==> config.mk <==
export PLATFORM = sky130hd
export DESIGN_NAME = weight_tap_seq
export DESIGN_NICKNAME = d
export VERILOG_FILES = /design/src/conv_sync_pkg.sv /design/src/weight_tap_seq.sv
export SDC_FILE = /design/constraint.sdc
export NUM_CORES = 1
export LEC_CHECK = 0
export ABC_AREA = 1
export BUFFER_PORTS_ARGS = -buffer_cell sky130_fd_sc_hd__buf_2
export CORE_MARGIN = 2
export CORE_UTILIZATION = 59
export DETAILED_ROUTE_END_ITERATION = 8
export PLACE_DENSITY = 0.79
export SLEW_MARGIN = 20
export SYNTH_ARGS = -nofsm -noshare
export SYNTH_HDL_FRONTEND = slang
export SYNTH_SLANG_ARGS = --single-unit
==> constraint.sdc <==
create_clock -name clk -period 3.7 [get_ports clk]
set_input_delay 0.185 -clock clk [delete_from_list [all_inputs] [get_ports clk]]
set_output_delay 0.185 -clock clk [all_outputs]
set_load 0.01 [all_outputs]
==> src/conv_sync_pkg.sv <==
package conv_sync_pkg;

	localparam int ACT_W      = 12;
	localparam int ACT_WORD_W = 4 * ACT_W;    // four values per word
	localparam int WEIGHT_W   = 4;
	localparam int LANES      = 4;
	localparam int KERNELS    = 4;            // banks per lane
	localparam int TAPS       = 9;
	localparam int ROWS       = 3;
	localparam int WRAM_AW    = 6;
	localparam int ROW_AW     = 9;            // one activation half
	localparam int CFG_W      = 32;
	localparam int LEN_W      = 24;
	localparam int CFG_WORDS  = 3;

	typedef enum logic [2:0] {
		ST_CONFIG,
		ST_GET_WEIGHT,
		ST_ACT_PRE,
		ST_CAL_PING,
		ST_CAL_PONG
	} sync_state_t;

	// word 0 is read as a shape, words 1 and 2 as lengths
	typedef union packed {
		struct packed {
			logic [CFG_W-ROW_AW-1:0] rsvd;
			logic [ROW_AW-1:0]       img_h;
		} shape;
		struct packed {
			logic [CFG_W-LEN_W-1:0]  rsvd;
			logic [LEN_W-1:0]        length;
		} len;
	} cfg_word_u;

endpackage

==> src/weight_tap_seq.sv <==
`timescale 1ns/10ps

module weight_tap_seq import conv_sync_pkg::*; (
	input  logic                clk,
	input  logic                wram_raddr_rst,
	input  logic                pass_start,
	output logic [WRAM_AW-1:0]  rd_addr,
	output logic [ROWS-1:0]     m_weight_valid
);

	logic             run;
	logic [ROWS-1:0]  row_pre;

	// taps 0-2 row 0, 3-5 row 1, 6-8 row 2
	assign row_pre = run ? (ROWS'(1) << (rd_addr / (TAPS / ROWS))) : '0;

	always_ff @(posedge clk) begin
		if (wram_raddr_rst) begin
			run            <= 1'b0;
			rd_addr        <= '0;
			m_weight_valid <= '0;
		end else begin
			m_weight_valid <= row_pre;    // lines up with registered bank data
			if (pass_start) begin
				run     <= 1'b1;
				rd_addr <= '0;
			end else if (run) begin
				if (rd_addr == TAPS - 1) begin
					run     <= 1'b0;
					rd_addr <= '0;
				end else begin
					rd_addr <= rd_addr + 1'b1;
				end
			end
		end
	end

	a_marker_onehot: assert property (@(posedge clk) disable iff (wram_raddr_rst)
		$onehot0(m_weight_valid));

	a_marker_nine: assert property (@(posedge clk) disable iff (wram_raddr_rst)
		$rose(|m_weight_valid) |-> (|m_weight_valid) [*TAPS] ##1 !(|m_weight_valid));

endmodule

# Word-level counts from Yosys, hierarchy flattened
# Index checks and enable logic that the tools add are counted.
[classes] bitwise=1 div=1 shift=1 n_eq_ne=1 n_addsub=1 n_reduce_logical=2 muxes=4
[ops] cell="divider 6 x 2 -> 32 bit, second input constant" count=1
[ops] cell="left shift 1 x 32 -> 3 bit, first input constant" count=1
[ops] cell="adder 6 x 1 -> 6 bit, second input constant" count=1
[ops] cell="equality test 6 x 4 -> 1 bit, second input constant" count=1
[ops] cell="2-to-1 mux 6 bit" count=1
[ops] cell="OR reduction 2 bit" count=2
[ops] cell="2-to-1 mux 1 bit" count=3
[ops] cell="NOT 1 bit" count=1
[word_totals] out_inout_bits=9 reg_bits=10 elab_cells=14 in_bits=3

# Depth between registers and ports, before layout
[depth] depth_word=4 ltp_mapped=24 mapped_depth_nobuf=22

# Worst setup path before layout
# Ideal clock, no wire load.
[synth_timing] path_type="reg-to-reg" start="register rd_addr[4]" end="register m_weight_valid[1]" stages_incl_launch_ff=25 required_time_ns=3.591 arrival_time_ns=2.515 setup_slack_ns=1.076 setup_time_ns=0.109 path_buffers=2 period_less_slack_ns=2.624 cell_sequence="dfxtp_1 > buf_4 > clkbuf_1 > ha_1 > inv_1 > nand2_1 > nand2_1 > nand3_4 > nand2_2 > nand2_2 > nor2_4 > nand2_1 > nand2_2 > nand2_1 > inv_1 > ha_1 > inv_1 > nand2_2 > nand2_1 > nand2_1 > inv_1 > nor2_2 > nand4_2 > nand2_1 > inv_1"
[synth_via] elab_chain_len=2
[synth_rtl] item="from (decl)" line_no="weight_tap_seq.sv:7" text="output logic [WRAM_AW-1:0] rd_addr,"
[synth_rtl] item="from (signal assigned)" line_no="weight_tap_seq.sv:32" text="rd_addr <= rd_addr + 1'b1;"
[synth_rtl] item="divider 6 x 2 -> 32 bit" line_no="weight_tap_seq.sv:15" text="assign row_pre = run ? (ROWS'(1) << (rd_addr / (TAPS / ROWS))) : '0;"
[synth_rtl] item="left shift 1 x 32 -> 3 bit" line_no="weight_tap_seq.sv:15"
[synth_rtl] item="to (signal assigned)" line_no="weight_tap_seq.sv:23" text="m_weight_valid <= row_pre;"
[synth_rtl] item="to (decl)" line_no="weight_tap_seq.sv:8" text="output logic [ROWS-1:0] m_weight_valid"
# No other way between the ends.
# A chain may end at the register's enable or synchronous reset.

# Worst setup path in the final report
# Same ends and word-level chain as after synthesis.

==> results_dict.tcl <==
set metrics [dict create \
    status "finished clean" \
    grt_pass1_vias 659 \
    crit_path_top_delay_cell "dfxtp_1" \
    syn_nets 128 \
    cts_tree "yes" \
    setup-violations-final 0 \
    worstPathCellList "ha_1 > inv_1 > nand2_1 > nand2_1 > nand3_4 > nand2_2 > nand2_2 > nor2_4 > nand2_1 > nand2_2 > nand2_1 > inv_1 > ha_1 > inv_1 > nand2_2 > nand2_1 > o21ai_1 > nand4_2 > nand2_1 > inv_1" \
    multi_input_area_um2 582 \
    final_util_pct 71.5 \
    reg2regPathDepth 20 \
    grt_overflow_total 0 \
    ys_seq_area_share_pct 23.1 \
    nets 142 \
    syn_avg_cell_area_um2 7.24 \
    die_w_um 42.4 \
    maxSlewHeadroom_pct 68.6 \
    syn2layout_area_growth_pct 9.80 \
    netlist_area_um2 868 \
    synthTopCellsByArea "dfxtp_1 23%, nand2_1 12%, nand3_4 8.1%" \
    path_clk_slew_ps 60 \
    cts_max_path_buffers 2 \
    drv_slew 0 \
    post_cts_buffers 0 \
    critPathRequiredTime_ps 3860 \
    postSynthCellCount 120 \
    r2r-end "m_weight_valid[1]$_SDFF_PP0_" \
    fin_worst_skew_ps 4.63 \
    worst_slew_pin_slew_ps 471 \
    yosysTopAreaCell "dfxtp_1" \
    wl_per_cell_um 11.2 \
    worstSetupEndpoint "m_weight_valid[1]$_SDFF_PP0_" \
    min_period_ps 2950 \
    cts_root_buf "clkbuf_4" \
    cp_num_buf_inv 4 \
    rsz0062_at_grt "false" \
    post-dp-hpwl_um 1300 \
    num_vias 801 \
    final-seq-area_um2 200 \
    core_um2 1330 \
    cts_hold_buf 0 \
    firstDrtPassIters 4 \
    gp_congestion 0.799 \
    port_buffers 11 \
    endpoint_kind "register" \
    power_leakage_uw 0.000485 \
    cts_htree_levels 1 \
    rows 13 \
    p_comb_share_pct 7.2 \
    nFillCells 112 \
    grt_antenna_before_repair 0 \
    groute.usage.overall_pct 20.6 \
    layout_commonest_cell "nand2_1" \
    cpMostUsedCell "nand2_1" \
    critPathKind "register to register" \
    tns_ps 0 \
    r2r_setup_slack_ps 750 \
    r2r_start "rd_addr[4]$_SDFFE_PP0P_" \
    drive_above_1_share_pct 28.8 \
    max_stage_delay_ps 610 \
    die-area_um2 1790 \
    period_share_pct 79.6 \
    p_per_area_nw_per_um2 210 \
    drt-total-wl_um 1640 \
    p_sw_uw 46.6 \
    sequentialPowerShare_pct 56.4 \
    switching_share_pct 23.3 \
    irDropWorstVdd_mv 0.193 \
    die-height_um 42.4 \
    io_pins 12 \
    cts-resized-gates 0 \
    diodes 0 \
    final_cell_mix "27 x nand2_1, 17 x inv_1, 11 x buf_2" \
    final-hold-violation-count 0 \
    ys_ff_latch 10 \
    cp_max_fo 10 \
    max_freq_ghz 0.340 \
    cp-startpoint "rd_addr[4]$_SDFFE_PP0P_" \
    ys_warn_count 0 \
    cts_sinks 10 \
    antenna_left 0 \
    grt_start_max_net_pins 11 \
    grt_pass1_wl_um 2790 \
    vias_per_cell 5.45 \
    yosys.area.top_type_share_pct 23.1 \
    crit_cells 20 \
    hold_path.class "input pin to register" \
    clk_latency_ps 270 \
    p_int_uw 153 \
    cap_violations 0 \
    drt_iter0_markers 24 \
    cp-start-kind "register" \
    crit_family "simple AND/OR/NAND/NOR gates" \
    cp.arrival_ps 3110 \
    clock_power_share_pct 36.5 \
    ys_types 26 \
    numCtsBuffers 3 \
    drc_errors 0 \
    start_util_pct 65.1 \
]
[cell type report]
| type | count | share of cell area (%) |
|---|---|---|
| Clock buffer | 3 | 2.36 |
| Inverter | 20 | 7.87 |
| Multi-Input combinational cell | 88 | 61.0 |
| Sequential cell | 10 | 21.0 |
| Tap cell | 15 | 1.97 |
| Timing Repair Buffer | 11 | 5.77 |
[cell usage after synthesis, drive strengths merged]
master	n
nand2	33
or2	1
o211ai	1
o21ai	5
buf	1
a2111oi	1
nor3	2
xor2	3
clkbuf	1
ha	5
dfxtp	10
nand4	6
inv	20
nand3	15
nor2	12
a21oi	4
[through the flow]
stage          cells  power, µW  area (µm²)  hold slack, ps  worst slack (ps)
2_1_floorplan    120        124         868             254              1080
3_3_place_gp     144        129         931             392               863
3_5_place_dp     144        129         931             398               800
4_1_cts          147        202         953             113               760
5_1_grt          147        209         953             120               472
6_report         147        200         953             115               755
[registers in the layout, indices dropped and copies added (netlist names)]
signal	flops
rd_addr	6
run	1
m_weight_valid	3
[per-layer routing]
metal	vias to the layer above	part of all wire (%)	GRT usage [%]
li1	417	-	-
met1	360	47	26.5
met2	18	46	32.0
met3	6	4.5	2.59
met4	0	3.1	13.1
met5	-	0	0
[logic make-up after synthesis]
logic type / share of synthesized area [%]
AOI/OAI and AO/OA: 7.78
buffers and inverters: 9.94
xor gates and xnor gates: 3.03
DFF: 23.1
and+or+nand+nor: 49.0
adders and majority gates: 7.20
[worst min path at each step]
stage,from,to,slack (ps),cells after the start
after global placement,wram_raddr_rst,run$_SDFF_PP0_,390,2
after global routing,wram_raddr_rst,run$_SDFF_PP0_,120,2
final,wram_raddr_rst,run$_SDFF_PP0_,110,2
after detailed placement,wram_raddr_rst,run$_SDFF_PP0_,400,2
after floorplan,wram_raddr_rst,run$_SDFF_PP0_,250,1
after CTS,wram_raddr_rst,run$_SDFF_PP0_,110,2
[power by group through the flow]
stage                     Combinational [µW]  Sequential (µW)  Clock, µW
after global routing                    16.6              113       79.3
after CTS                               14.6              113       75.2
after detailed placement                14.3              115          0
final                                   14.3              113       72.8
after floorplan                         8.54              115          0
after global placement                  13.9              115          0
[worst reg2reg max path: stages (launching register included)]
cell and delay (ps):
dfxtp_1 610, ha_1 320, inv_1 50, nand2_1 40, nand2_1 150, nand3_4 110
nand2_2 100, nand2_2 70, nor2_4 120, nand2_1 100, nand2_2 90, nand2_1 50
inv_1 60, ha_1 280, inv_1 80, nand2_2 90, nand2_1 50, o21ai_1 190
nand4_2 150, nand2_1 90, inv_1 30
Power figures use the tool's default switching activity.
