`src/conv_sync_pkg.sv`:
```
package conv_sync_pkg;

	localparam int ACT_W      = 12;
	localparam int ACT_WORD_W = 4 * ACT_W;    // four values per word
	localparam int WEIGHT_W   = 4;
	localparam int LANES      = 4;
	localparam int KERNELS    = 4;            // banks per lane
	localparam int TAPS       = 9;
	localparam int ROWS       = 3;
	localparam int WRAM_AW    = 6;
	localparam int ROW_AW     = 9;            // one activation half
	localparam int CFG_W      = 32;
	localparam int LEN_W      = 24;
	localparam int CFG_WORDS  = 3;

	typedef enum logic [2:0] {
		ST_CONFIG,
		ST_GET_WEIGHT,
		ST_ACT_PRE,
		ST_CAL_PING,
		ST_CAL_PONG
	} sync_state_t;

	// word 0 is read as a shape, words 1 and 2 as lengths
	typedef union packed {
		struct packed {
			logic [CFG_W-ROW_AW-1:0] rsvd;
			logic [ROW_AW-1:0]       img_h;
		} shape;
		struct packed {
			logic [CFG_W-LEN_W-1:0]  rsvd;
			logic [LEN_W-1:0]        length;
		} len;
	} cfg_word_u;

endpackage

```
`src/sync_ctrl.sv`:
```
`timescale 1ns/10ps

module sync_ctrl import conv_sync_pkg::*; (
	input  logic              clk,
	input  logic              wram_raddr_rst,
	input  logic              cfg_done,
	input  logic [LANES-1:0]  load_done,
	input  logic              fill_done,
	input  logic              drain_done,
	input  logic              act_out_fire,
	input  logic              ro_busy,
	input  logic [LEN_W-1:0]  total_len,
	output sync_state_t       state,
	output logic              wram_waddr_clr,
	output logic              pass_start,
	output logic              rd_half
);

	sync_state_t       nxt;
	logic [LEN_W-1:0]  out_cnt;
	logic              job_end;
	logic              swap;

	assign job_end = act_out_fire && (out_cnt == total_len - 1'b1);
	// pass_start cycle still shows the flags of the previous pass
	assign swap    = drain_done && fill_done && !ro_busy && !pass_start;

	assign wram_waddr_clr = (state == ST_CONFIG);
	assign rd_half        = (state == ST_CAL_PONG);    // ping reads half 0

	//////////////////////////////////////////////////////////////////////
	// next state
	//////////////////////////////////////////////////////////////////////
	always_comb begin
		nxt = state;
		unique case (state)
			ST_CONFIG:     if (cfg_done) nxt = ST_GET_WEIGHT;
			ST_GET_WEIGHT: if (&load_done) nxt = ST_ACT_PRE;
			ST_ACT_PRE:    if (fill_done) nxt = ST_CAL_PING;
			ST_CAL_PING: begin
				if (job_end) nxt = ST_CONFIG;
				else if (swap) nxt = ST_CAL_PONG;
			end
			ST_CAL_PONG: begin
				if (job_end) nxt = ST_CONFIG;
				else if (swap) nxt = ST_CAL_PING;
			end
			default:       nxt = ST_CONFIG;
		endcase
	end

	always_ff @(posedge clk) begin
		if (wram_raddr_rst) begin
			state      <= ST_CONFIG;
			pass_start <= 1'b0;
		end else begin
			state      <= nxt;
			pass_start <= (nxt == ST_CAL_PING || nxt == ST_CAL_PONG) && (nxt != state);
		end
	end

	// emitted words of the current job
	always_ff @(posedge clk) begin
		if (wram_raddr_rst || state == ST_CONFIG) out_cnt <= '0;
		else if (act_out_fire) out_cnt <= out_cnt + 1'b1;
	end

	a_state_legal: assert property (@(posedge clk) disable iff (wram_raddr_rst)
		state inside {ST_CONFIG, ST_GET_WEIGHT, ST_ACT_PRE, ST_CAL_PING, ST_CAL_PONG});

endmodule

```
`config.mk`:
```
export PLATFORM = sky130hd
export DESIGN_NAME = sync_ctrl
export DESIGN_NICKNAME = d
export VERILOG_FILES = /design/src/conv_sync_pkg.sv /design/src/sync_ctrl.sv
export SDC_FILE = /design/constraint.sdc
export NUM_CORES = 1
export LEC_CHECK = 0
export BUFFER_PORTS_ARGS = -buffer_cell sky130_fd_sc_hd__buf_4
export CORE_MARGIN = 8
export CORE_UTILIZATION = 35
export CTS_CLUSTER_SIZE = 25
export DETAILED_ROUTE_END_ITERATION = 6
export PLACE_DENSITY_LB_ADDON = 0.12
export SLEW_MARGIN = 5
export SYNTH_ARGS = -nofsm -noshare
export SYNTH_HDL_FRONTEND = slang
export SYNTH_SLANG_ARGS = --single-unit
```
`constraint.sdc`:
```
create_clock -name clk -period 2.8 [get_ports clk]
set_input_delay 0.14 -clock clk [delete_from_list [all_inputs] [get_ports clk]]
set_output_delay 0.14 -clock clk [all_outputs]
set_load 0.01 [all_outputs]
```
After elaboration in Yosys (flattened, before gate mapping)

Index checks and enable logic that the tools add are counted.

$add $sub $neg: 2
Bitwise gates (word level): 0
Multiplexer cells: 8
Multiply operators: 0
Reductions and logical operators: 11
Shift operators: 0
Equal/unequal tests: 8
$lt $le $gt $ge: 0
Div/mod/pow operators: 0

Operators by type and width:

| kind                                                | number |
|---|---|
| adder 24 x 1 -> 24 bit, second input constant       | 1 |
| equality test 24 bit                                | 1 |
| subtractor 24 x 1 -> 24 bit, second input constant  | 1 |
| 2-to-1 mux 3 bit                                    | 7 |
| case mux 3 bit (5 select lines)                     | 1 |
| equality test 3 x 2 -> 1 bit, second input constant | 3 |
| equality test 3 bit, second input constant          | 2 |
| logical AND 1 bit                                   | 5 |
| AND reduction 4 bit                                 | 1 |
| equality test 3 x 1 -> 1 bit, second input constant | 1 |
| zero test 3 bit                                     | 1 |
| != test 3 bit                                       | 1 |
| zero test 1 bit                                     | 2 |
| logical OR 1 bit                                    | 2 |

Output and inout bits: 6
ROM bits: 0
Bits in latches: 0
Memories kept: 0
Input port bits: 35
RAM bits: 0
Bits in registers: 28
Word-level logic and storage cells: 32

Longest topological paths before layout

Word-level depth: 9
Depth in mapped cells: 9
Mapped depth without buffers: 9

Worst setup path after synthesis

No wires, ideal clock.

Path type: in2reg
Start point: input total_len[7]
End point: register state[0]
Path buffers: 1
Setup slack: 284 ps
Stages: 8
Library setup time: 133 ps
Arrival time: 2383 ps
Data required time: 2667 ps
Path through: or4_1 > buf_2 > nand4b_4 > or4_4 > a2111oi_4 > o2111ai_1 > nor3_2 > o32ai_1

Word-level cells in the longest chain between the ends: 5
Elaborated cells on any way between the ends: 6
Classes of those cells: 1 x add/sub; 1 x eq/ne; 3 x mux; 1 x reduce/logical

RTL lines:

| item                                       | RTL line                         | source |
|---|---|---|
| start, declared                            | sync_ctrl.sv:12                  | `input logic [LEN_W-1:0] total_len,` |
| subtractor 24 x 1 -> 24 bit *              | sync_ctrl.sv:24                  | `assign job_end = act_out_fire && (out_cnt == total_len - 1'b1);` |
| equality test 24 bit *                     | sync_ctrl.sv:24                  |  |
| logical AND 1 bit *                        | sync_ctrl.sv:24                  |  |
| 2-to-1 mux 3 bit, on equally long branches | sync_ctrl.sv:45, sync_ctrl.sv:41 |  |
| case mux 3 bit (5 select lines) *          | sync_ctrl.sv:36                  | `unique case (state)` |
| end signal, assigned                       | sync_ctrl.sv:57                  | `state <= nxt;` |
| end, declared                              | sync_ctrl.sv:13                  | `output sync_state_t state,` |

Every way passes the cells marked *; elsewhere a longest branch is shown, timed or not.
A chain may end at the register's enable or synchronous reset.

Worst setup path after layout

Same ends and word-level chain as after synthesis.

==> flow_summary.toml <==
[outcome]
status = "finished clean"

[sta]
fin_ws_ps = 385
hold_viol_final = 0
worst_pin_slew_ps = 522
finalMaxSlewViolations = 0
slew_headroom_pct = 64.9
max_freq_mhz = 414
setup_viol = 0
rsz0062_at_grt = "no"
min_period_over_period_pct = 86.2
setup-tns-final_ps = 0
fin_skew_ps = 6.38
period_needed_ps = 2410

[yosys]
yosysUniqueCellTypes = 43
synth_edf_count = 0
ys.flop_type = "dfxtp_1"
yosysSeqAreaShare_pct = 26.6
synth-seq-cells = 28
syn_inst = 263
synth.avg_cell_area_um2 = 8.02
synth_warnings = 0
synthesis.area_um2 = 2110
syn_nets = 300
async_reset_ff_share_pct = 0

[power_and_ir_drop]
p_leak_nw = 0.909
swShare_pct = 27.7
pwr-share-seq_pct = 51.7
comb_power_share_pct = 18.8
ir_worst_vdd_mv = 0.150
p_switching_uw = 217
power_uw = 785
p_clk_share_pct = 29.6
power.internal_uw = 568
p_per_area_nw_per_um2 = 304

[layout]
final_cells = 383
area_delta_synth_final_pct = 22.4
filler_cell_count = 620
drive_gt1_share_pct = 19.5
layout.nets = 347
postLayoutCellArea_um2 = 2580
num_antenna_cells = 0

[cts]
h-tree-depth = 1
numCtsBuffers = 3
clk_latency_ps = 280
cts.sinks = 28
cts_resized = 0
clk_pin_slew_ps = 100
postCtsSetupBuffers = 0
cts_root_buf = "clkbuf_8"
ctsHoldBuffers = 0
cts_tree = "built"
clk_path_buf_depth = 2

[floorplanning]
initial_core_util_pct = 35.8
io_pins = 41
die_h_um = 93.6
fp.dieW_um = 93.6
design.core.area_um2 = 5890
rows = 28
die-area_um2 = 8760

[placement]
numPortBuffers = 40
routabilityCongestion = 0.864
hpwl_um = 4690
place_inst = 380
dpl_cell_area_um2 = 2540
dp_slack_ps = 71.5

[global_routing]
grt_max_degree = 25
grt_pass1_vias = 1998
grt_pass1_wl_um = 9450
grt_antenna_before_repair = 0
grt_use_total_pct = 13.3
grt_overflow = 0

[critical_path]
critPathKind = "input port to register"
cp-end-kind = "register"
cpMaxStageDelayCell = "or4_1"
cp_data_required_time_ps = 2960
crit_fanout = 5
start_kind = "input port"
critPathArrivalTime_ps = 2580
cp_cell_sequence = "buf_4, or4_1, nand4b_4, or4_4, a2111oi_4, o2111ai_1, nor3_2, o32ai_1"
crit_path_max_incr_delay_ps = 580

[worst_hold_path]
hold_class = "input port to register"

[drt]
drt-pass1-iter-count = 4
routed_wirelength_um = 5760
detail_route.iter0.violations = 123
ant_nets = 0
post-route-drc-count = 0
avgViaCountPerCell = 5.32
wl_per_cell_um = 15.0
via_count = 2037

[flow_run]
drv_cap = 0
==> worst max-delay path, delay by kind of cell <==
family                 cells  cell delay (ps)
AND/OR/NAND/NOR            4             1600
AO/OA/AOI/OAI              3              710
buffers and inverters      1              130
==> power groups by stage <==
stage / Clock, mW / Sequential [mW] / Combinational [mW]
CTS: 0.240 / 0.405 / 0.148
floorplan: 0 / 0.414 / 0.0691
detailed placement: 0 / 0.415 / 0.148
finish: 0.232 / 0.405 / 0.147
global placement: 0 / 0.415 / 0.148
global route: 0.260 / 0.406 / 0.162
==> path summary, 6_finish.rpt <==
path              slack (ps)                      from  depth (start not counted)                       end
setup / recovery         390              total_len[7]                          8       state[0]$_SDFF_PP0_
setup reg to reg         480  out_cnt[12]$_SDFFE_PP0P_                          6       state[0]$_SDFF_PP0_
hold / removal            90            wram_raddr_rst                          2       state[1]$_SDFF_PP0_
hold reg to reg          570  out_cnt[23]$_SDFFE_PP0P_                          2  out_cnt[23]$_SDFFE_PP0P_
==> layer usage <==
layer / share of wire (%) / routed length (um) / GRT usage [%]
met1: 48 / 2790 / 17.2
met2: 44 / 2540 / 21.9
met3: 6.5 / 377 / 2.96
met4: 0.95 / 55 / 3.17
met5: 0 / 0 / 0
==> kinds of logic (layout without fill, tap and decap cells) <==
family,Yosys count,after routing,synth area share (%)
buf+inv,11,56,2.02
xor+xnor,51,51,21.2
flops,28,28,26.6
fa+ha+maj,2,2,1.19
simple gates,132,132,34.2
compound gates,36,36,13.3
mux,3,3,1.48
==> metrics by stage <==
step           hold WS [ps]  utilization (%)
2_1_floorplan           255                -
3_3_place_gp            389             43.1
3_5_place_dp            393             43.1
4_1_cts                81.7             43.8
5_1_grt                83.7             43.8
6_report               87.2             43.8
==> synthesized netlist by cell type (6+ instances only) <==
master	count	area (um^2)
nor2_1	44	165
xor2_1	29	254
dfxtp_1	28	561
xnor2_1	22	193
nand3_1	15	75.1
nand2_1	10	37.5
nor3_1	9	45.0
nand4_1	8	50.1
nor4_1	8	50.1
or4_1	7	52.6
nand3b_1	6	45.0
o31ai_1	6	45.0
==> registers in the layout (all words and copies together) (netlist names) <==
| name | flops |
|---|---|
| state | 3 |
| pass_start | 1 |
| out_cnt | 24 |
==> layout by cell type, fill, tap and decap left out, types with 6 or more instances in the layout <==
master,n
nand3b_1,6
o31ai_1,6
dfxtp_1,28
xor2_1,29
nand4_1,8
nand3_1,15
xnor2_1,22
or4_1,7
nand2_1,10
buf_4,48
nor4_1,8
nor2_1,44
nor3_1,9
==> layout make-up <==
cell class	instances	area, um^2	area share (%)
repair buffers	48	360	14.0
inverters	5	18.8	0.727
multi-input cells	224	1510	58.3
well taps	75	93.8	3.64
flip-flops and latches	28	561	21.7
clock buffers	3	41.3	1.60
(Power assumes the default switching activity.)
