## src/conv_sync_pkg.sv

```systemverilog
package conv_sync_pkg;

	localparam int ACT_W      = 12;
	localparam int ACT_WORD_W = 4 * ACT_W;    // four values per word
	localparam int WEIGHT_W   = 4;
	localparam int LANES      = 4;
	localparam int KERNELS    = 4;            // banks per lane
	localparam int TAPS       = 9;
	localparam int ROWS       = 3;
	localparam int WRAM_AW    = 6;
	localparam int ROW_AW     = 9;            // one activation half
	localparam int CFG_W      = 32;
	localparam int LEN_W      = 24;
	localparam int CFG_WORDS  = 3;

	typedef enum logic [2:0] {
		ST_CONFIG,
		ST_GET_WEIGHT,
		ST_ACT_PRE,
		ST_CAL_PING,
		ST_CAL_PONG
	} sync_state_t;

	// word 0 is read as a shape, words 1 and 2 as lengths
	typedef union packed {
		struct packed {
			logic [CFG_W-ROW_AW-1:0] rsvd;
			logic [ROW_AW-1:0]       img_h;
		} shape;
		struct packed {
			logic [CFG_W-LEN_W-1:0]  rsvd;
			logic [LEN_W-1:0]        length;
		} len;
	} cfg_word_u;

endpackage

```

## src/sync_config.sv

```systemverilog
`timescale 1ns/10ps

module sync_config import conv_sync_pkg::*; (
	input  logic               clk,
	input  logic               wram_raddr_rst,
	input  sync_state_t        state,
	input  logic               cfg_valid,
	output logic               cfg_ready,
	input  cfg_word_u          cfg_data,
	output logic [ROW_AW-1:0]  img_h,
	output logic [LEN_W-1:0]   weight_len,
	output logic [LEN_W-1:0]   total_len,
	output logic               cfg_done
);

	logic [$clog2(CFG_WORDS)-1:0] cfg_cnt;
	logic                         cfg_taken;    // all words in until the state moves on
	logic                         cfg_fire;

	assign cfg_ready = (state == ST_CONFIG) && !cfg_taken;
	assign cfg_fire  = cfg_valid && cfg_ready;

	always_ff @(posedge clk) begin
		if (wram_raddr_rst) begin
			cfg_cnt   <= '0;
			cfg_taken <= 1'b0;
			cfg_done  <= 1'b0;
		end else begin
			cfg_done <= cfg_fire && (cfg_cnt == CFG_WORDS - 1);
			if (state != ST_CONFIG) cfg_taken <= 1'b0;
			if (cfg_fire) begin
				if (cfg_cnt == CFG_WORDS - 1) begin
					cfg_cnt   <= '0;
					cfg_taken <= 1'b1;
				end else begin
					cfg_cnt <= cfg_cnt + 1'b1;
				end
			end
		end
	end

	// words arrive as shape, weight length, total length
	always_ff @(posedge clk) begin
		if (cfg_fire) begin
			case (cfg_cnt)
				2'd0:    img_h      <= cfg_data.shape.img_h;
				2'd1:    weight_len <= cfg_data.len.length;
				default: total_len  <= cfg_data.len.length;
			endcase
		end
	end

	a_cfg_only_in_config: assert property (@(posedge clk) disable iff (wram_raddr_rst)
		state != ST_CONFIG |=> $stable(img_h) && $stable(weight_len) && $stable(total_len));

	a_cfg_done_starts_load: assert property (@(posedge clk) disable iff (wram_raddr_rst)
		cfg_done |=> state == ST_GET_WEIGHT);

endmodule

```

## config.mk

```make
export PLATFORM = sky130hd
export DESIGN_NAME = sync_config
export DESIGN_NICKNAME = d
export VERILOG_FILES = /design/src/conv_sync_pkg.sv /design/src/sync_config.sv
export SDC_FILE = /design/constraint.sdc
export NUM_CORES = 1
export LEC_CHECK = 0
export CAP_MARGIN = 10
export CORE_AREA = 2 2 77 61
export CTS_BUF_LIST = sky130_fd_sc_hd__clkbuf_4
export DETAILED_ROUTE_END_ITERATION = 10
export DIE_AREA = 0 0 79 63
export DONT_BUFFER_PORTS = 1
export PLACE_DENSITY = 0.67
export SYNTH_ARGS = -nofsm -noshare
export SYNTH_HDL_FRONTEND = slang
export SYNTH_SLANG_ARGS = --single-unit
```

## constraint.sdc

```tcl
create_clock -name clk -period 3.9 [get_ports clk]
set_clock_uncertainty 0.2 [all_clocks]
set_input_delay 0 -clock clk [delete_from_list [all_inputs] [get_ports clk]]
set_output_delay 0 -clock clk [all_outputs]
set_load 0.02 [all_outputs]
```

# [Word-level counts from Yosys, hierarchy flattened]
# Cells that the tools add are included.
[word_totals] ff_bits=61 latchBits=0 ramBits=0 rom_bits=0 inputBits=38 output_inout_bits=59 word_cells=25 memories=0
[classes] addsub=1 multipliers=0 n_div=0 n_lt_le_gt_ge=0 eq_ne=2 n_shift=0 muxes=4 bitwise=1 n_reduce_logical=11
[op_table] op="$reduce_and 2->1" count=3
[op_table] op="$logic_and 1x1->1" count=3
[op_table] op="$logic_not 3->1" count=1
[op_table] op="$mux 1" count=3
[op_table] op="$reduce_bool 3->1" count=1
[op_table] op="$add 2x1->2 const B" count=1
[op_table] op="$eq 2x1->1 const B" count=1
[op_table] op="$eq 2x2->1 const B" count=1
[op_table] op="$logic_not 2->1" count=1
[op_table] op="$mux 2" count=1
[op_table] op="$reduce_or 2->1" count=1
[op_table] op="$logic_not 1->1" count=1
[op_table] op="$not 1->1" count=1

# [Depth between registers and ports, before layout]
[logic_depth] word_depth=4 ltp_mapped=3 depth_no_buf=3

# [Least setup slack after synthesis]
# OpenSTA, ideal clock, no wires.
[synth_path] path_type="register to register" start="register cfg_taken" end="register weight_len[0] (enable)" setup_ns=0.435 arrival_time_ns=2.437 required_ns=3.265 slack_ns=0.828 stages_incl_launch_ff=4 path_buffers=0 synth_period_minus_slack_ns=3.072 cell_sequence="dfxtp_1 nand2b_1 or2_2 nor3_1"
[synth_via] elab_chain_cells=4
[synth_rtl] element="from (decl)" line_no="sync_config.sv:17" text="logic cfg_taken;"
[synth_rtl] element="from (signal assigned)" line_no="sync_config.sv:26" text="cfg_taken <= 1'b0;"
[synth_rtl] element="from (signal assigned)" line_no="sync_config.sv:30" text="if (state != ST_CONFIG) cfg_taken <= 1'b0;"
[synth_rtl] element="from (signal assigned)" line_no="sync_config.sv:34" text="cfg_taken <= 1'b1;"
[synth_rtl] element="$logic_not 1->1" line_no="sync_config.sv:20" text="assign cfg_ready = (state == ST_CONFIG) && !cfg_taken;"
[synth_rtl] element="$logic_and 1x1->1" line_no="sync_config.sv:20"
[synth_rtl] element="$logic_and 1x1->1" line_no="sync_config.sv:21" text="assign cfg_fire = cfg_valid && cfg_ready;"
[synth_rtl] element="$reduce_and 2->1 (no line)"
[synth_rtl] element="to (signal assigned)" line_no="sync_config.sv:47" text="2'd1: weight_len <= cfg_data.len.length;"
[synth_rtl] element="to (decl)" line_no="sync_config.sv:11" text="output logic [LEN_W-1:0] weight_len,"
# Every way passes these cells.
# A chain may end at the register's enable or synchronous reset.

# [Worst setup path in the final report]
[layout_path] start="input state[2]" end="register weight_len[15] (enable)"
[layout_via] elab_chain_cells=4
[layout_rtl] element="from (decl)" line_no="sync_config.sv:6" text="input sync_state_t state,"
[layout_rtl] element="$logic_not 3->1" line_no="sync_config.sv:20"
[layout_rtl] element="$logic_and 1x1->1" line_no="sync_config.sv:20"
[layout_rtl] element="$logic_and 1x1->1" line_no="sync_config.sv:21"
[layout_rtl] element="$reduce_and 2->1 (no line)"
# Every way passes these cells.

==> run summary <==
CP startpoint kind = input port
Clock Path Buffers = 2
Detailed Route WL = 3350 um
Routed wire per std cell = 18.1 um
Sequential Power Share = 58.8%
Final #Nets = 161
RSZ-0062 raised after global routing = no
Multiplexer share of the synthesized area = 0%
Compound-Gate Fraction of Synth Area = 1.38%
CTS H-tree lvls = 3
Io pins = 97
CP Capture Point = weight_len[15]
Gate power share = 2.8%
CTS tree = yes
CP Capture Type = register
Prevailing post-synth register cell = edfxtp_1
EDFF count, synth = 57
DPL Wire Length = 2090 um
Power Total = 1.23 mW
Syn Std Cell Area = 0.00190 sq mm
Final WS setup = 1.11 ns
Initial antenna violation count = 0
Synth Instances = 80
CP Max Fanout = 18
Die height = 63 um
Leading cell types in the layout, fill and taps excluded = 57 x edfxtp_1, 30 x dlygate4sd3_1, 11 x clkbuf_4
Slew headroom = 61.5%
Worst reg-to-reg setup slack = 1.71 ns
Switching share of power = 17.8%
Pin count of the biggest net entering global routing = 19
Syn Nets = 118
Leakage = 0.801 nW
GR Layer Usage met1 = 14.7%
Mean Syn Cell Area = 23.8 sq um
Peak Freq = 358 MHz
Xor/xnor share of the synthesized area = 0%
Worst endpoint required time = 3.78 ns
FP Rows = 21
DRC errors left = 0
CP arrival = 2.67 ns
Setup tns final = 0 ns
Placed Cells = 139
Crit path buffers/inverters = 3
Die W = 79 um
Vias in the first global route = 943
Seq/Total Area, Yosys = 94.3%
Final hold vios = 0
Post-Synth Simple-Gate Area = 3.75%
Initial Utilization = 44.7%
Layout overhead on the synthesized area = 29.0%
Yosys warnings = 0
Busiest grt layer = met2
Post-route cell area = 0.00245 sq mm
Kind of critical path = input port to register
Ys async rst share = 0%
Yosys reg bits = 61
Later-pin clock latency in the skew report = 0.38 ns
Clk sinks = 61
Post-synthesis adder-cell area fraction = 0%
Type of the tightest min-delay check = input port to output port
Non-Filler Instances = 185
GR Overflow Total = 0
Internal power = 1.01 mW
GR Layer Usage met3 = 8.96%
Ant. Diodes = 0
Worst slack, placed = 1.71 ns
# setup viols final = 0
Fin crit share = 71.6%
Clock Power Share = 38.5%
Vias/cell = 4.89
Status = complete, no violations
Max-slew violation count = 0
Worst IR drop on VDD = 0.000209 V
Switching power total = 218 uW
Met2 Use GR = 23.0%
Largest family of logic cells by synthesized area = simple AND/OR/NAND/NOR gates
Cell Chain, Critical Path = dlygate4sd3_1 > or3_4 > dlygate4sd3_1 > or2_2 > nor3_2 > buf_4
Slew @ Worst Pin = 0.574 ns
Reg2reg path depth = 4
1st-pass router iterations = 4
Cell repeated most along the worst path = dlygate4sd3_1
Share of cells above drive strength 1 = 16.4%
Pwr Density = 500 mW/mm^2
Commonest non-fill, non-tap cell in the layout = edfxtp_1
CP top delay family = buffers and inverters
Die area = 0.00498 sq mm
ANT nets after route = 0
DR vias = 904
First-pass GRT wire length = 4910 um
Post-synth cell types = 15
Final RePlAce weighted congestion = 0.628
Critical R2R Capture = weight_len[15]
Worst path slowest cell = dlygate4sd3_1
Root Driver = clkbuf_4
Critical Path Max Stage Delay = 0.61 ns
CORE AREA = 0.00426 sq mm
Initial drt markers = 52
Max-cap viol count = 0
R2r startpoint = cfg_taken
Min cycle time layout = 2.79 ns
Cell Area, Placed = 0.00199 sq mm
Cts bufs inserted = 9
Worst setup path start = state[2]
Levels on crit path = 6
Global Route Usage Sum = 14.4%
I/O Buffers = 0
Clock transition at path regs = 0.08 ns
power by group through the flow:
stage / registers, mW / clock network (mW) / logic [mW]
final: 0.721 / 0.472 / 0.0339
after global routing: 0.721 / 0.517 / 0.0368
after CTS: 0.721 / 0.489 / 0.0338
after detailed placement: 0.736 / 0 / 0.00608
after global placement: 0.736 / 0 / 0.00569
after floorplan: 0.736 / 0 / 0.00461
worst min-delay path by stage:
| stage | startpoint | endpoint | slack [ns] | cells past startpoint |
|---|---|---|---|---|
| after global placement | wram_raddr_rst | cfg_cnt[0] | -0.13 | 1 |
| after floorplan | wram_raddr_rst | cfg_cnt[0] | -0.13 | 1 |
| after global routing | state[0] | cfg_ready | 0.02 | 2 |
| after CTS | state[0] | cfg_ready | 0.01 | 2 |
| after detailed placement | wram_raddr_rst | cfg_cnt[0] | -0.12 | 1 |
| final | state[0] | cfg_ready | 0.02 | 2 |
routing by layer:
| metal | part of all wire, % | wire, um |
|---|---|---|
| met1 | 39 | 1290 |
| met2 | 50 | 1680 |
| met3 | 9.9 | 332 |
| met4 | 1.2 | 40 |
| met5 | 0 | 0 |
area by class of cell:
cell class,instances,area [sq um]
Fill cell,326,1800
Sequential cell,61,1790
Timing Repair Buffer,32,315
Multi-Input combinational cell,16,105
Clock buffer,11,82.6
Clock inverter,5,75.1
Tap cell,57,71.3
Inverter,3,11.3
logic make-up after synthesis:
kind of cell | count (synthesis)
AOI/OAI and AO/OA | 5
and+or+nand+nor | 11
DFF | 61
buffers and inverters | 3
state kept, by name (all words and copies together), names as in the netlist:
name and flops:
cfg_done 1, img_h 9, total_len 24, weight_len 24, cfg_taken 1, cfg_cnt 2
cells in the mapped netlist (2+ instances only):
cell type	n	area [sq um]
edfxtp_1	57	1710
inv_1	3	11.3
dfxtp_1	4	80.1
nor3_1	2	10.0
o21ai_0	3	15.0
nor2_1	2	7.51
metrics by stage:
stage               hold WS [ns]  util [%]
finish                    0.0189      57.6
global route              0.0195      57.6
CTS                       0.0123      57.6
detailed placement        -0.122      46.9
global placement          -0.129      46.9
floorplan                 -0.131         -
repair_timing:
item                                   CTS  global route
resized for setup                        0             0
setup buffers                            0             0
endpoints found under the hold margin   73             0
hold buffers                            30             0
Power figures use the tool's default switching activity.
