===== src/conv_sync_pkg.sv =====
package conv_sync_pkg;

	localparam int ACT_W      = 12;
	localparam int ACT_WORD_W = 4 * ACT_W;    // four values per word
	localparam int WEIGHT_W   = 4;
	localparam int LANES      = 4;
	localparam int KERNELS    = 4;            // banks per lane
	localparam int TAPS       = 9;
	localparam int ROWS       = 3;
	localparam int WRAM_AW    = 6;
	localparam int ROW_AW     = 9;            // one activation half
	localparam int CFG_W      = 32;
	localparam int LEN_W      = 24;
	localparam int CFG_WORDS  = 3;

	typedef enum logic [2:0] {
		ST_CONFIG,
		ST_GET_WEIGHT,
		ST_ACT_PRE,
		ST_CAL_PING,
		ST_CAL_PONG
	} sync_state_t;

	// word 0 is read as a shape, words 1 and 2 as lengths
	typedef union packed {
		struct packed {
			logic [CFG_W-ROW_AW-1:0] rsvd;
			logic [ROW_AW-1:0]       img_h;
		} shape;
		struct packed {
			logic [CFG_W-LEN_W-1:0]  rsvd;
			logic [LEN_W-1:0]        length;
		} len;
	} cfg_word_u;

endpackage


===== src/weight_bank.sv =====
`timescale 1ns/10ps

module weight_bank import conv_sync_pkg::*; (
	input  logic                          clk,
	input  sync_state_t                   state,
	input  logic                          wram_waddr_clr,
	input  logic [LEN_W-1:0]              weight_len,
	input  logic                          weight_valid,
	output logic                          weight_ready,
	input  logic [WEIGHT_W-1:0]           weight_data,
	input  logic [WRAM_AW-1:0]            rd_addr,
	output logic [KERNELS*WEIGHT_W-1:0]   bank_dout,
	output logic                          load_done
);

	logic [WEIGHT_W-1:0]         mem [KERNELS][2**WRAM_AW];
	logic [WRAM_AW-1:0]          waddr [KERNELS];
	logic [KERNELS-1:0]          sel;        // one-hot write bank
	logic [$clog2(TAPS)-1:0]     tap_cnt;
	logic [LEN_W-1:0]            wcnt;
	logic                        we;

	assign weight_ready = (state == ST_GET_WEIGHT) && !load_done;
	assign we           = weight_valid && weight_ready;

	always_ff @(posedge clk) begin
		if (wram_waddr_clr) begin
			sel       <= KERNELS'(1);
			tap_cnt   <= '0;
			wcnt      <= '0;
			load_done <= 1'b0;
			for (int k = 0; k < KERNELS; k++) waddr[k] <= '0;
		end else if (we) begin
			wcnt <= wcnt + 1'b1;
			if (wcnt == weight_len - 1'b1) load_done <= 1'b1;
			for (int k = 0; k < KERNELS; k++) begin
				if (sel[k]) waddr[k] <= waddr[k] + 1'b1;
			end
			// nine words per kernel, then next bank
			if (tap_cnt == TAPS - 1) begin
				tap_cnt <= '0;
				sel     <= {sel[KERNELS-2:0], sel[KERNELS-1]};
			end else begin
				tap_cnt <= tap_cnt + 1'b1;
			end
		end
	end

	always_ff @(posedge clk) begin
		for (int k = 0; k < KERNELS; k++) begin
			if (we && sel[k]) mem[k][waddr[k]] <= weight_data;
			bank_dout[k*WEIGHT_W +: WEIGHT_W] <= mem[k][rd_addr];    // one cycle read
		end
	end

endmodule


===== config.mk =====
export PLATFORM = sky130hd
export DESIGN_NAME = weight_bank
export DESIGN_NICKNAME = d
export VERILOG_FILES = /design/src/conv_sync_pkg.sv /design/src/weight_bank.sv
export SDC_FILE = /design/constraint.sdc
export NUM_CORES = 1
export LEC_CHECK = 0
export BUFFER_PORTS_ARGS = -buffer_cell sky130_fd_sc_hd__buf_2
export CORE_UTILIZATION = 55
export DETAILED_ROUTE_END_ITERATION = 16
export HOLD_SLACK_MARGIN = 0.1
export PLACE_DENSITY = 0.7
export SLEW_MARGIN = 20
export SYNTH_ARGS = -nofsm -noshare
export SYNTH_HDL_FRONTEND = slang
export SYNTH_SLANG_ARGS = --single-unit
export TNS_END_PERCENT = 1

===== constraint.sdc =====
create_clock -name clk -period 3.2 [get_ports clk]
set_input_delay 0.32 -clock clk [delete_from_list [all_inputs] [get_ports clk]]
set_output_delay 0.32 -clock clk [all_outputs]
set_load 0.05 [all_outputs]

## Word level (Yosys, flattened, before mapping)

Memories as Yosys holds them, arrays and structs flattened.
Cells that the tools add are included.

| cells by class | value |
|---|---|
| $add $sub $neg | 7 |
| multiply operators | 0 |
| divide/modulo/power cells | 0 |
| magnitude comparators | 9 |
| equal/unequal tests | 3 |
| shift-type cells | 0 |
| mux-type cells | 51 |
| bitwise gates (word level) | 9 |
| reduce and logical (&&, ||, !) cells | 13 |

Operators by type and width:

| cell | number |
|---|---|
| 256-bit two-way mux | 4 |
| 4-bit binary-select mux with 6-bit select | 4 |
| 4-bit demux with 6-bit select | 4 |
| 4-bit two-way mux | 13 |
| 7-bit >= comparator, second input constant | 5 |
| 6-bit NOT with 7-bit output | 5 |
| 7-bit by 1-bit < comparator with 1-bit output, second input constant | 4 |
| 24-bit by 1-bit adder with 24-bit output, second input constant | 1 |
| 6-bit by 1-bit adder with 6-bit output, second input constant | 4 |
| 24-bit == test | 1 |
| 6-bit two-way mux | 4 |
| 24-bit by 1-bit subtractor with 24-bit output, second input constant | 1 |
| 1-bit two-way mux | 22 |
| 1-bit logical AND | 10 |
| 4-bit by 1-bit adder with 4-bit output, second input constant | 1 |
| 4-bit == test, second input constant | 1 |
| 1-bit OR | 4 |
| 2-bit AND reduction | 2 |
| 3-bit by 1-bit == test with 1-bit output, second input constant | 1 |
| 1-bit zero test | 1 |

| storage, ports and cells | value |
|---|---|
| register bits after elaboration | 49 |
| bits in latches | 0 |
| bits in writable memories | 1048 |
| ROM bits | 0 |
| bits of input ports | 40 |
| output and inout bits | 18 |
| logic and storage cells | 99 |
| memories | 2 |

Memory list:

| name | words | width | read ports | clocked after memory_dff | wr ports | RTL line | text |
|---|---|---|---|---|---|---|---|
| mem | 4 | 256 | 4 | 0 | 4 | weight_bank.sv:16 | `logic [WEIGHT_W-1:0] mem [KERNELS][2**WRAM_AW];` |
| waddr | 4 | 6 | 4 | 0 | 4 | weight_bank.sv:17 | `logic [WRAM_AW-1:0] waddr [KERNELS];` |

## Depth between registers and ports, before layout

Gate-level depths: netlist (run 1).

| depth | value |
|---|---|
| word-level depth | 7 |
| mapped depth | 10 |
| depth with buffers taken out | 9 |

## Worst setup path after synthesis (run 1)

No wires, ideal clock.

| timing | value |
|---|---|
| kind | register -> register |
| start point | register load_done |
| end point | memory mem[2][4] (netlist bit), enable pin |
| setup time | 0.330 ns |
| arrival | 3.032 ns |
| data required time | 2.870 ns |
| setup slack | -0.162 ns |
| cell stages (with the launch flop) | 9 |
| buffers on the path | 2 |
| period minus slack after synthesis | 3.362 ns |
| cells stage by stage | dfxtp_1 -> nor4b_2 -> and2_1 -> buf_2 -> clkbuf_1 -> nand2_1 -> nor2_1 -> nand3_1 -> nor2_1 |

RTL lines:

| what | RTL line | text |
|---|---|---|
| from (decl) | weight_bank.sv:13 | `output logic load_done` |
| from (signal assigned) | weight_bank.sv:31 | `load_done <= 1'b0;` |
| from (signal assigned) | weight_bank.sv:35 | `if (wcnt == weight_len - 1'b1) load_done <= 1'b1;` |
| to (decl) | weight_bank.sv:16 |  |

==> reports/results.tsv, run 1 <==
metric	value	unit
Final Max Slew Viols	0	
busiest grt layer	met2	
Vias	21713	
dpl ws	0.229	ns
routability congestion estimate	0.856	
initial antenna violation count	2	
Final Skew	0.0335	ns
Worst-Margin Slew	0.953	ns
IO Port Bufs	57	
M1 GR Usage	34.3	%
CTS Buf Count	108	
CP Class	flip-flop to flip-flop	
number of synthesized flops with an enable pin	1048	
Hold/Removal Path Class	primary input to flip-flop	
first-pass GRT wire length	143000	um
H-tree depth	3	
Post-Syn Area	43900	sq um
commonest cells after routing, fill and taps aside	edfxtp_1, mux4_2, nor2_1	
core box area	79000	sq um
# nets final	2365	
Die H	285	um
placed wire-length estimate	58700	um
FFs w/ async S/R, synth	0	%
largest net degree at the start of global routing	106	
final core utilization	62.5	%
Worst setup SP type	flip-flop	
fin crit share	93.2	%
Worst-path clk slew	0.06	ns
Synth top area share	71.6	%
synth unique cells	57	
fin crit period	2.98	ns
worst-case hold slack	0.159	ns
Setup-failing EPs final	0	
Final WS setup	0.217	ns
Seq/Total Area, Yosys	73.8	%
Fin. Hold Viols	0	
crit end category	flip-flop	
# hold bufs at CTS	0	
global route overflow	0	
max_cap viols	0	
commonest non-fill, non-tap cell in the layout	edfxtp_1	
fmax	0.335	GHz
clock latency on the worst-skew pair	0.66	ns
met2 Resource Use GR	38.3	%
run status	finished, final reports clean	
RSZ-0062 raised after global routing	false	
I/O pin cnt	58	
row cnt	103	
DRT iter0 DRCs	1797	
Antenna Nets Post-Route	0	
Ys Warns	0	
critical path arrival	3.28	ns
vias in the first global route	22491	
DIE AREA	81000	sq um
routed vias/inst	6.27	
synth top area cells	edfxtp_1, mux4_2, nor2_1	
Die Width	285	um
DRT Pass-1 Iters	6	
DRT Wirelength	93300	um
layout cells sized above 1	26.0	%
Slew Limit Headroom	36.5	%
Total Power	0.0300	W
CP max FO	27	
drt wl/cell	26.9	um
VDD IR max	0.535	mV
LEAKAGE	15.2	nW
GRT met3 Usage	3.71	%
setup repair bufs after CTS	0	
Main synth FF type	edfxtp_1	
area delta synth->final	12.3	%
Syn Area/Cell	19.8	sq um
CTS root buf	clkbuf_16	
Post-Syn Nets	2264	
PwrDens	608	nW/um^2
clk buf depth	3	
CTS-repair resized insts	0	
CTS tree	built	
Yosys top cell by area	edfxtp_1	
drc violations	0	
Synth Instances	2216	
Fill cells	5325	
Overall Global Routing Usage	23.7	%
Worst Path Required	3.50	ns
Synth Register Bits	1097	
setup TNS	0	ns
Initial Utilization	55.6	%
clock sink total	1097	
[flip-flops by register name (all words and copies together) (netlist names)]
signal / cells
bank_dout: 16
load_done: 1
mem: 1024
sel: 4
tap_cnt: 4
waddr: 24
wcnt: 24
[critical path: stages, from the launching register on]
cell and delay, ns:
dfxtp_1 0.35, nor4b_4 0.34, and2_1 0.22, buf_12 0.20, nand2_1 0.12, nor2_1 0.27, nand3_1 0.56, nor2_1 0.55
[metal layers]
metal | up-vias | share of wire (%)
li1 | 9217 | -
met1 | 11454 | 41
met2 | 933 | 50
met3 | 107 | 7.6
met4 | 2 | 1.6
met5 | - | 0.0086
[cell families (layout without fill, tap and decap cells)]
| family | Yosys count | count (layout) | share of synthesized area, % |
|---|---|---|---|
| other cells | 0 | 4 | 0 |
| mux | 336 | 336 | 17.2 |
| simple gates | 535 | 535 | 5.52 |
| buf+inv | 130 | 323 | 1.16 |
| xor+xnor | 64 | 64 | 1.28 |
| flops | 1097 | 1097 | 73.8 |
| fa+ha+maj | 8 | 8 | 0.228 |
| compound gates | 46 | 46 | 0.743 |
[Yosys cell counts, types with 2 or more instances]
master    count
ha_1          8
nor2b_1      11
nor4_1       10
a31oi_1       2
buf_1        37
nand2b_1      7
edfxtp_1   1048
inv_1        11
o22ai_1       2
nand4b_1      2
or3b_2        6
o21ai_0       9
or3_1         8
dfxtp_1      49
or4_4         3
o211ai_1      3
nand3_1      28
nand2_1      67
nor3b_1       2
a211oi_1      2
clkbuf_1     68
mux4_2      336
nor3_1       11
nor2_1      323
nand3b_1     12
a22oi_1       2
or2_2         6
a21oi_1      13
and2_1        2
buf_2        13
nand4_1      16
nor4_2        2
and3_1       10
xnor2_1      32
or3b_1        2
xor2_1       32
[worst paths after layout]
kind                              startpoint           to  slack (ns)  cells past startpoint
worst min register to register    tap_cnt[1]   tap_cnt[1]        0.50                      2
worst max-delay path               load_done  mem[0][133]        0.22                      7
worst max register to register     load_done  mem[0][133]        0.22                      7
worst min-delay path            weight_valid   tap_cnt[1]        0.16                      4
[power by group]
part	internal, W	switching, W
registers	0.0158	0.0000732
logic	0.000607	0.000879
clock network	0.00739	0.00527
total	0.0238	0.00623
[cell type report]
class / count / area, sq um / share of cell area, %
Sequential cell: 1097 / 32500 / 65.8
Multi-Input combinational cell: 989 / 11000 / 22.3
Clock buffer: 137 / 2860 / 5.80
Tap cell: 1050 / 1310 / 2.66
Timing Repair Buffer: 110 / 983 / 1.99
Clock inverter: 65 / 696 / 1.41
Inverter: 11 / 41.3 / 0.0837
Antenna cell: 4 / 10.0 / 0.0203
[metrics by stage]
stage	area [sq um]	cells
final	49300	3463
after global routing	49300	3459
after CTS	49300	3459
after detailed placement	45800	3257
after global placement	45800	3257
after floorplan	44000	2216
Power figures use the tool's default switching activity.
==> run 2: changes to the inputs <==
Settings changed: CAP_MARGIN set to 20, CTS_BUF_LIST set to sky130_fd_sc_hd__clkbuf_8.
==> reports/results.tsv, run 2 (synthesis gave the netlist of run 1 again) <==
metric	value	unit
run status	finished, final reports clean	
CP Class	flip-flop to flip-flop	
CP max FO	26	
GRT met3 Usage	4.70	%
Finished Layout Cells	3579	
switching share of total power	22.4	%
largest net degree at the start of global routing	106	
Final Skew	0.0398	ns
RSZ-0062 raised after global routing	false	
Die H	285	um
commonest cells after routing, fill and taps aside	edfxtp_1, mux4_2, nor2_1	
CTS tree	built	
crit end category	flip-flop	
placed wire-length estimate	58700	um
Final WS setup	0.298	ns
area delta synth->final	12.0	%
# nets final	2441	
Clock Power Share	39.4	%
H-tree depth	4	
Net Sw Power	0.00642	W
DP Area	45800	sq um
PwrDens	581	nW/um^2
IO Port Bufs	57	
Overall Global Routing Usage	23.8	%
clock sink total	1097	
CP cell instances	nor4b_4 -> and2_1 -> buf_12 -> nand2_1 -> nor2_1 -> nand3_1 -> nor2_1	
Int Power	0.0222	W
Worst path slowest cell	nand3_1	
global route overflow	0	
final instance area	49200	sq um
setup repair bufs after CTS	0	
Worst-path clk slew	0.07	ns
fin crit period	2.90	ns
Fin. Hold Viols	0	
Hold/Removal Path Class	primary input to flip-flop	
vias in the first global route	22918	
routability congestion estimate	0.856	
row cnt	103	
Worst Path Buf+Inv	1	
most used cell, CP	nor2_1	
fmax	0.345	GHz
routed vias/inst	6.13	
setup TNS	0	ns
Final Max Slew Viols	0	
Worst path depth	7	
I/O pin cnt	58	
Comb pwr share	5.2	%
LEAKAGE	15.4	nW
max_cap viols	0	
DRT iter0 DRCs	2046	
fin crit share	90.7	%
CTS Buf Count	169	
commonest non-fill, non-tap cell in the layout	edfxtp_1	
critical path arrival	3.35	ns
Slew Limit Headroom	36.9	%
drc violations	0	
Worst Reg-to-Reg Cells	7	
Worst-Margin Slew	0.947	ns
CTS root buf	clkbuf_8	
dpl ws	0.229	ns
Sequential Power Share	55.4	%
VDD IR max	0.446	mV
Worst Hold Depth	5	
CTS-repair resized insts	0	
drt wl/cell	26.0	um
first-pass GRT wire length	143000	um
core box area	79000	sq um
clk buf depth	3	
Antenna Nets Post-Route	0	
Largest register FFs	1024	
Vias	21945	
layout cells sized above 1	27.5	%
Die Width	285	um
Initial Utilization	55.6	%
busiest grt layer	met2	
DRT Pass-1 Iters	5	
M1 GR Usage	34.0	%
initial antenna violation count	4	
DRT Wirelength	93200	um
Worst Path Required	3.65	ns
Worst setup SP type	flip-flop	
delay of the slowest critical-path stage	0.54	ns
Setup-failing EPs final	0	
DP Cell Count	3257	
clock latency on the worst-skew pair	0.83	ns
CP top delay family	simple AND/OR/NAND/NOR gates	
met2 Resource Use GR	38.0	%
DIE AREA	81000	sq um
[run 2: cell count changes in the layout (fill, tap and decap cells not counted), sizes merged]
cell	previous run	this run
inv	16	69
bufinv	13	8
clkinv	39	62
clkinvlp	8	3
diode	4	2
dlygate4sd3	0	15
clkbuf	137	174
[run 2: worst reg2reg max path, delay by kind of cell (launching register included)]
family | cells | cell delay [ns]
flops | 1 | 0.35
simple gates | 6 | 2.01
buf+inv | 1 | 0.20
[run 2: power groups by stage]
stage	clock [W]	combinational, W	sequential, W
5_1_grt	0.0121	0.00159	0.0158
4_1_cts	0.0115	0.00152	0.0158
2_1_floorplan	0	0.000802	0.0162
3_3_place_gp	0	0.00147	0.0161
3_5_place_dp	0	0.00150	0.0161
6_report	0.0113	0.00150	0.0158
[run 2: worst paths after layout]
kind | to | startpoint | slack (ns)
max reg2reg | mem[0][133] | load_done | 0.30
max | mem[0][133] | load_done | 0.30
min | load_done | weight_len[18] | 0.19
min reg2reg | tap_cnt[2] | tap_cnt[2] | 0.52
[run 2: metrics by stage]
stage	hold slack [ns]	power, W	util, %
detailed placement	0.501	0.0176	57.9
global placement	0.472	0.0176	57.9
finish	0.187	0.0286	62.3
floorplan	0.419	0.0170	-
CTS	0.109	0.0288	62.3
global route	0.188	0.0295	62.3
[run 2: what timing repair did]
item / CTS / global route
endpoints found under the setup margin: 0 / 0
hold buffers: 15 / 0
endpoints found under the hold margin: 316 / 0
[run 2: area by class of cell]
type | instances | area [sq um]
tap | 1050 | 1310
multi-input combinational | 989 | 11000
sequential | 1097 | 32500
fill | 5363 | 29800
clock inverter | 131 | 885
inverter | 11 | 41.3
antenna | 2 | 5.00
clock buffer | 174 | 2390
timing repair buffer | 125 | 1130
[run 2: layer usage]
layer	wire length, um	share of wire [%]
met1	38300	41
met2	46100	49
met3	7230	7.8
met4	1600	1.7
met5	25	0.027
==> run 3: changes to the inputs <==
Settings changed: CORE_ASPECT_RATIO set to 1.25, CORE_UTILIZATION 55 to 30, PLACE_DENSITY 0.7 to 0.43.
==> reports/results.tsv, run 3 (synthesis gave the netlist of run 1 again) <==
metric	value	unit
core box area	145000	sq um
R2R Setup Slk	0.22	ns
Worst Path Buf+Inv	4	
drt wl/cell	24.0	um
DIE AREA	148000	sq um
LEAKAGE	15.6	nW
placed wire-length estimate	69200	um
Worst Path Required	4.02	ns
first-pass GRT wire length	159000	um
clk buf depth	3	
routability congestion estimate	0.766	
row cnt	156	
Antenna Nets Post-Route	0	
Fin. Hold Viols	0	
setup TNS	0	ns
I/O pin cnt	58	
Initial Utilization	30.3	%
CTS tree	built	
Finished Layout Cells	4462	
clock sink total	1097	
fmax	0.330	GHz
area delta synth->final	15.4	%
VDD IR max	0.430	mV
largest net degree at the start of global routing	99	
Hold/Removal Path Class	primary input to flip-flop	
vias in the first global route	23664	
PwrDens	576	nW/um^2
Slew Limit Headroom	46.9	%
Die Width	344	um
CTS Buf Count	177	
Largest register FFs	1024	
commonest cells after routing, fill and taps aside	edfxtp_1, mux4_2, nor2_1	
run status	finished, final reports clean	
Die H	430	um
layout cells sized above 1	28.7	%
CP cell instances	dlygate4sd3_1 -> buf_2 -> or4_4 -> or4_4 -> a211oi_1 -> o21bai_1 -> dlygate4sd3_1 -> a2111o_1 -> dlygate4sd3_1 -> o22ai_2	
delay of the slowest critical-path stage	0.57	ns
Worst path slowest cell	dlygate4sd3_1	
DP Cell Count	4128	
Final Skew	0.0344	ns
H-tree depth	4	
DRT iter0 DRCs	1271	
routed vias/inst	4.84	
max_cap viols	0	
Worst-path clk slew	0.06	ns
most used cell, CP	dlygate4sd3_1	
DRT Wirelength	107000	um
critical path arrival	3.85	ns
DRT Pass-1 Iters	4	
RSZ-0062 raised after global routing	false	
drc violations	0	
commonest non-fill, non-tap cell in the layout	edfxtp_1	
Vias	21574	
CP max FO	4	
Overall Global Routing Usage	14.8	%
fin crit share	94.7	%
CTS root buf	clkbuf_8	
clock latency on the worst-skew pair	0.89	ns
CP Class	primary input to flip-flop	
fin crit period	3.03	ns
crit end category	flip-flop	
# nets final	2478	
CP top delay family	buffers and inverters	
Final Max Slew Viols	0	
Setup-failing EPs final	0	
Worst setup SP type	primary input	
global route overflow	0	
IO Port Bufs	57	
Worst-Margin Slew	0.796	ns
initial antenna violation count	3	
## run 3: final cells by class
type / count / area [sq um]
inverter: 11 / 41.3
fill: 13563 / 94300
antenna: 2 / 5.00
clock buffer: 188 / 2590
multi-input combinational: 989 / 11000
sequential: 1097 / 32500
timing repair buffer: 154 / 1450
tap: 1896 / 2370
clock inverter: 125 / 808
## run 3: power by group
group / switching [W] / total, W / internal [W]
logic: 0.000927 / 0.00157 / 0.000644
clock network: 0.00563 / 0.0118 / 0.00617
registers: 0.0000748 / 0.0158 / 0.0158
total: 0.00663 / 0.0292 / 0.0226
## run 3: worst reg2reg max path, stage by stage, from the launching register on
cell and delay (ns):
dfxtp_1 0.37, xor2_1 0.32, xnor2_1 0.16, nand4_1 0.12
a211oi_1 0.25, o21bai_1 0.08, dlygate4sd3_1 0.55, a2111o_1 0.40
dlygate4sd3_1 0.57, o22ai_2 0.08
## run 3: final timing paths
check	startpoint	end	cells after the start
worst min-delay path	rd_addr[4]	bank_dout[5]	2
worst max register to register	wcnt[23]	load_done	9
worst max-delay path	weight_len[17]	load_done	10
worst min register to register	tap_cnt[2]	tap_cnt[2]	2
## run 3: per-layer routing
layer  share of wire, %  global-route usage, %  routed length [um]
met5                  0                      0                   0
met4                2.2                   4.73                2330
met3                3.7                   2.62                3940
met2                 53                   26.0               56800
met1                 41                   18.2               44200
## run 3: stage by stage
| stage | hold slack (ns) | power [W] | area, sq um | setup slack, ns | util, % |
|---|---|---|---|---|---|
| 2_1_floorplan | 0.419 | 0.0170 | 44000 | 0.179 | - |
| 4_1_cts | 0.101 | 0.0297 | 50700 | 0.219 | 35.0 |
| 6_report | 0.211 | 0.0292 | 50700 | 0.169 | 35.0 |
| 3_3_place_gp | 0.475 | 0.0177 | 47100 | 0.219 | 32.5 |
| 3_5_place_dp | 0.491 | 0.0178 | 47100 | 0.209 | 32.5 |
| 5_1_grt | 0.158 | 0.0302 | 50700 | 0.0303 | 35.0 |
## run 3: what timing repair did
action | CTS | global route
gates resized for setup | 0 | 0
setup buffers | 0 | 0
endpoints found under the hold margin | 315 | 0
hold buffers | 19 | 0
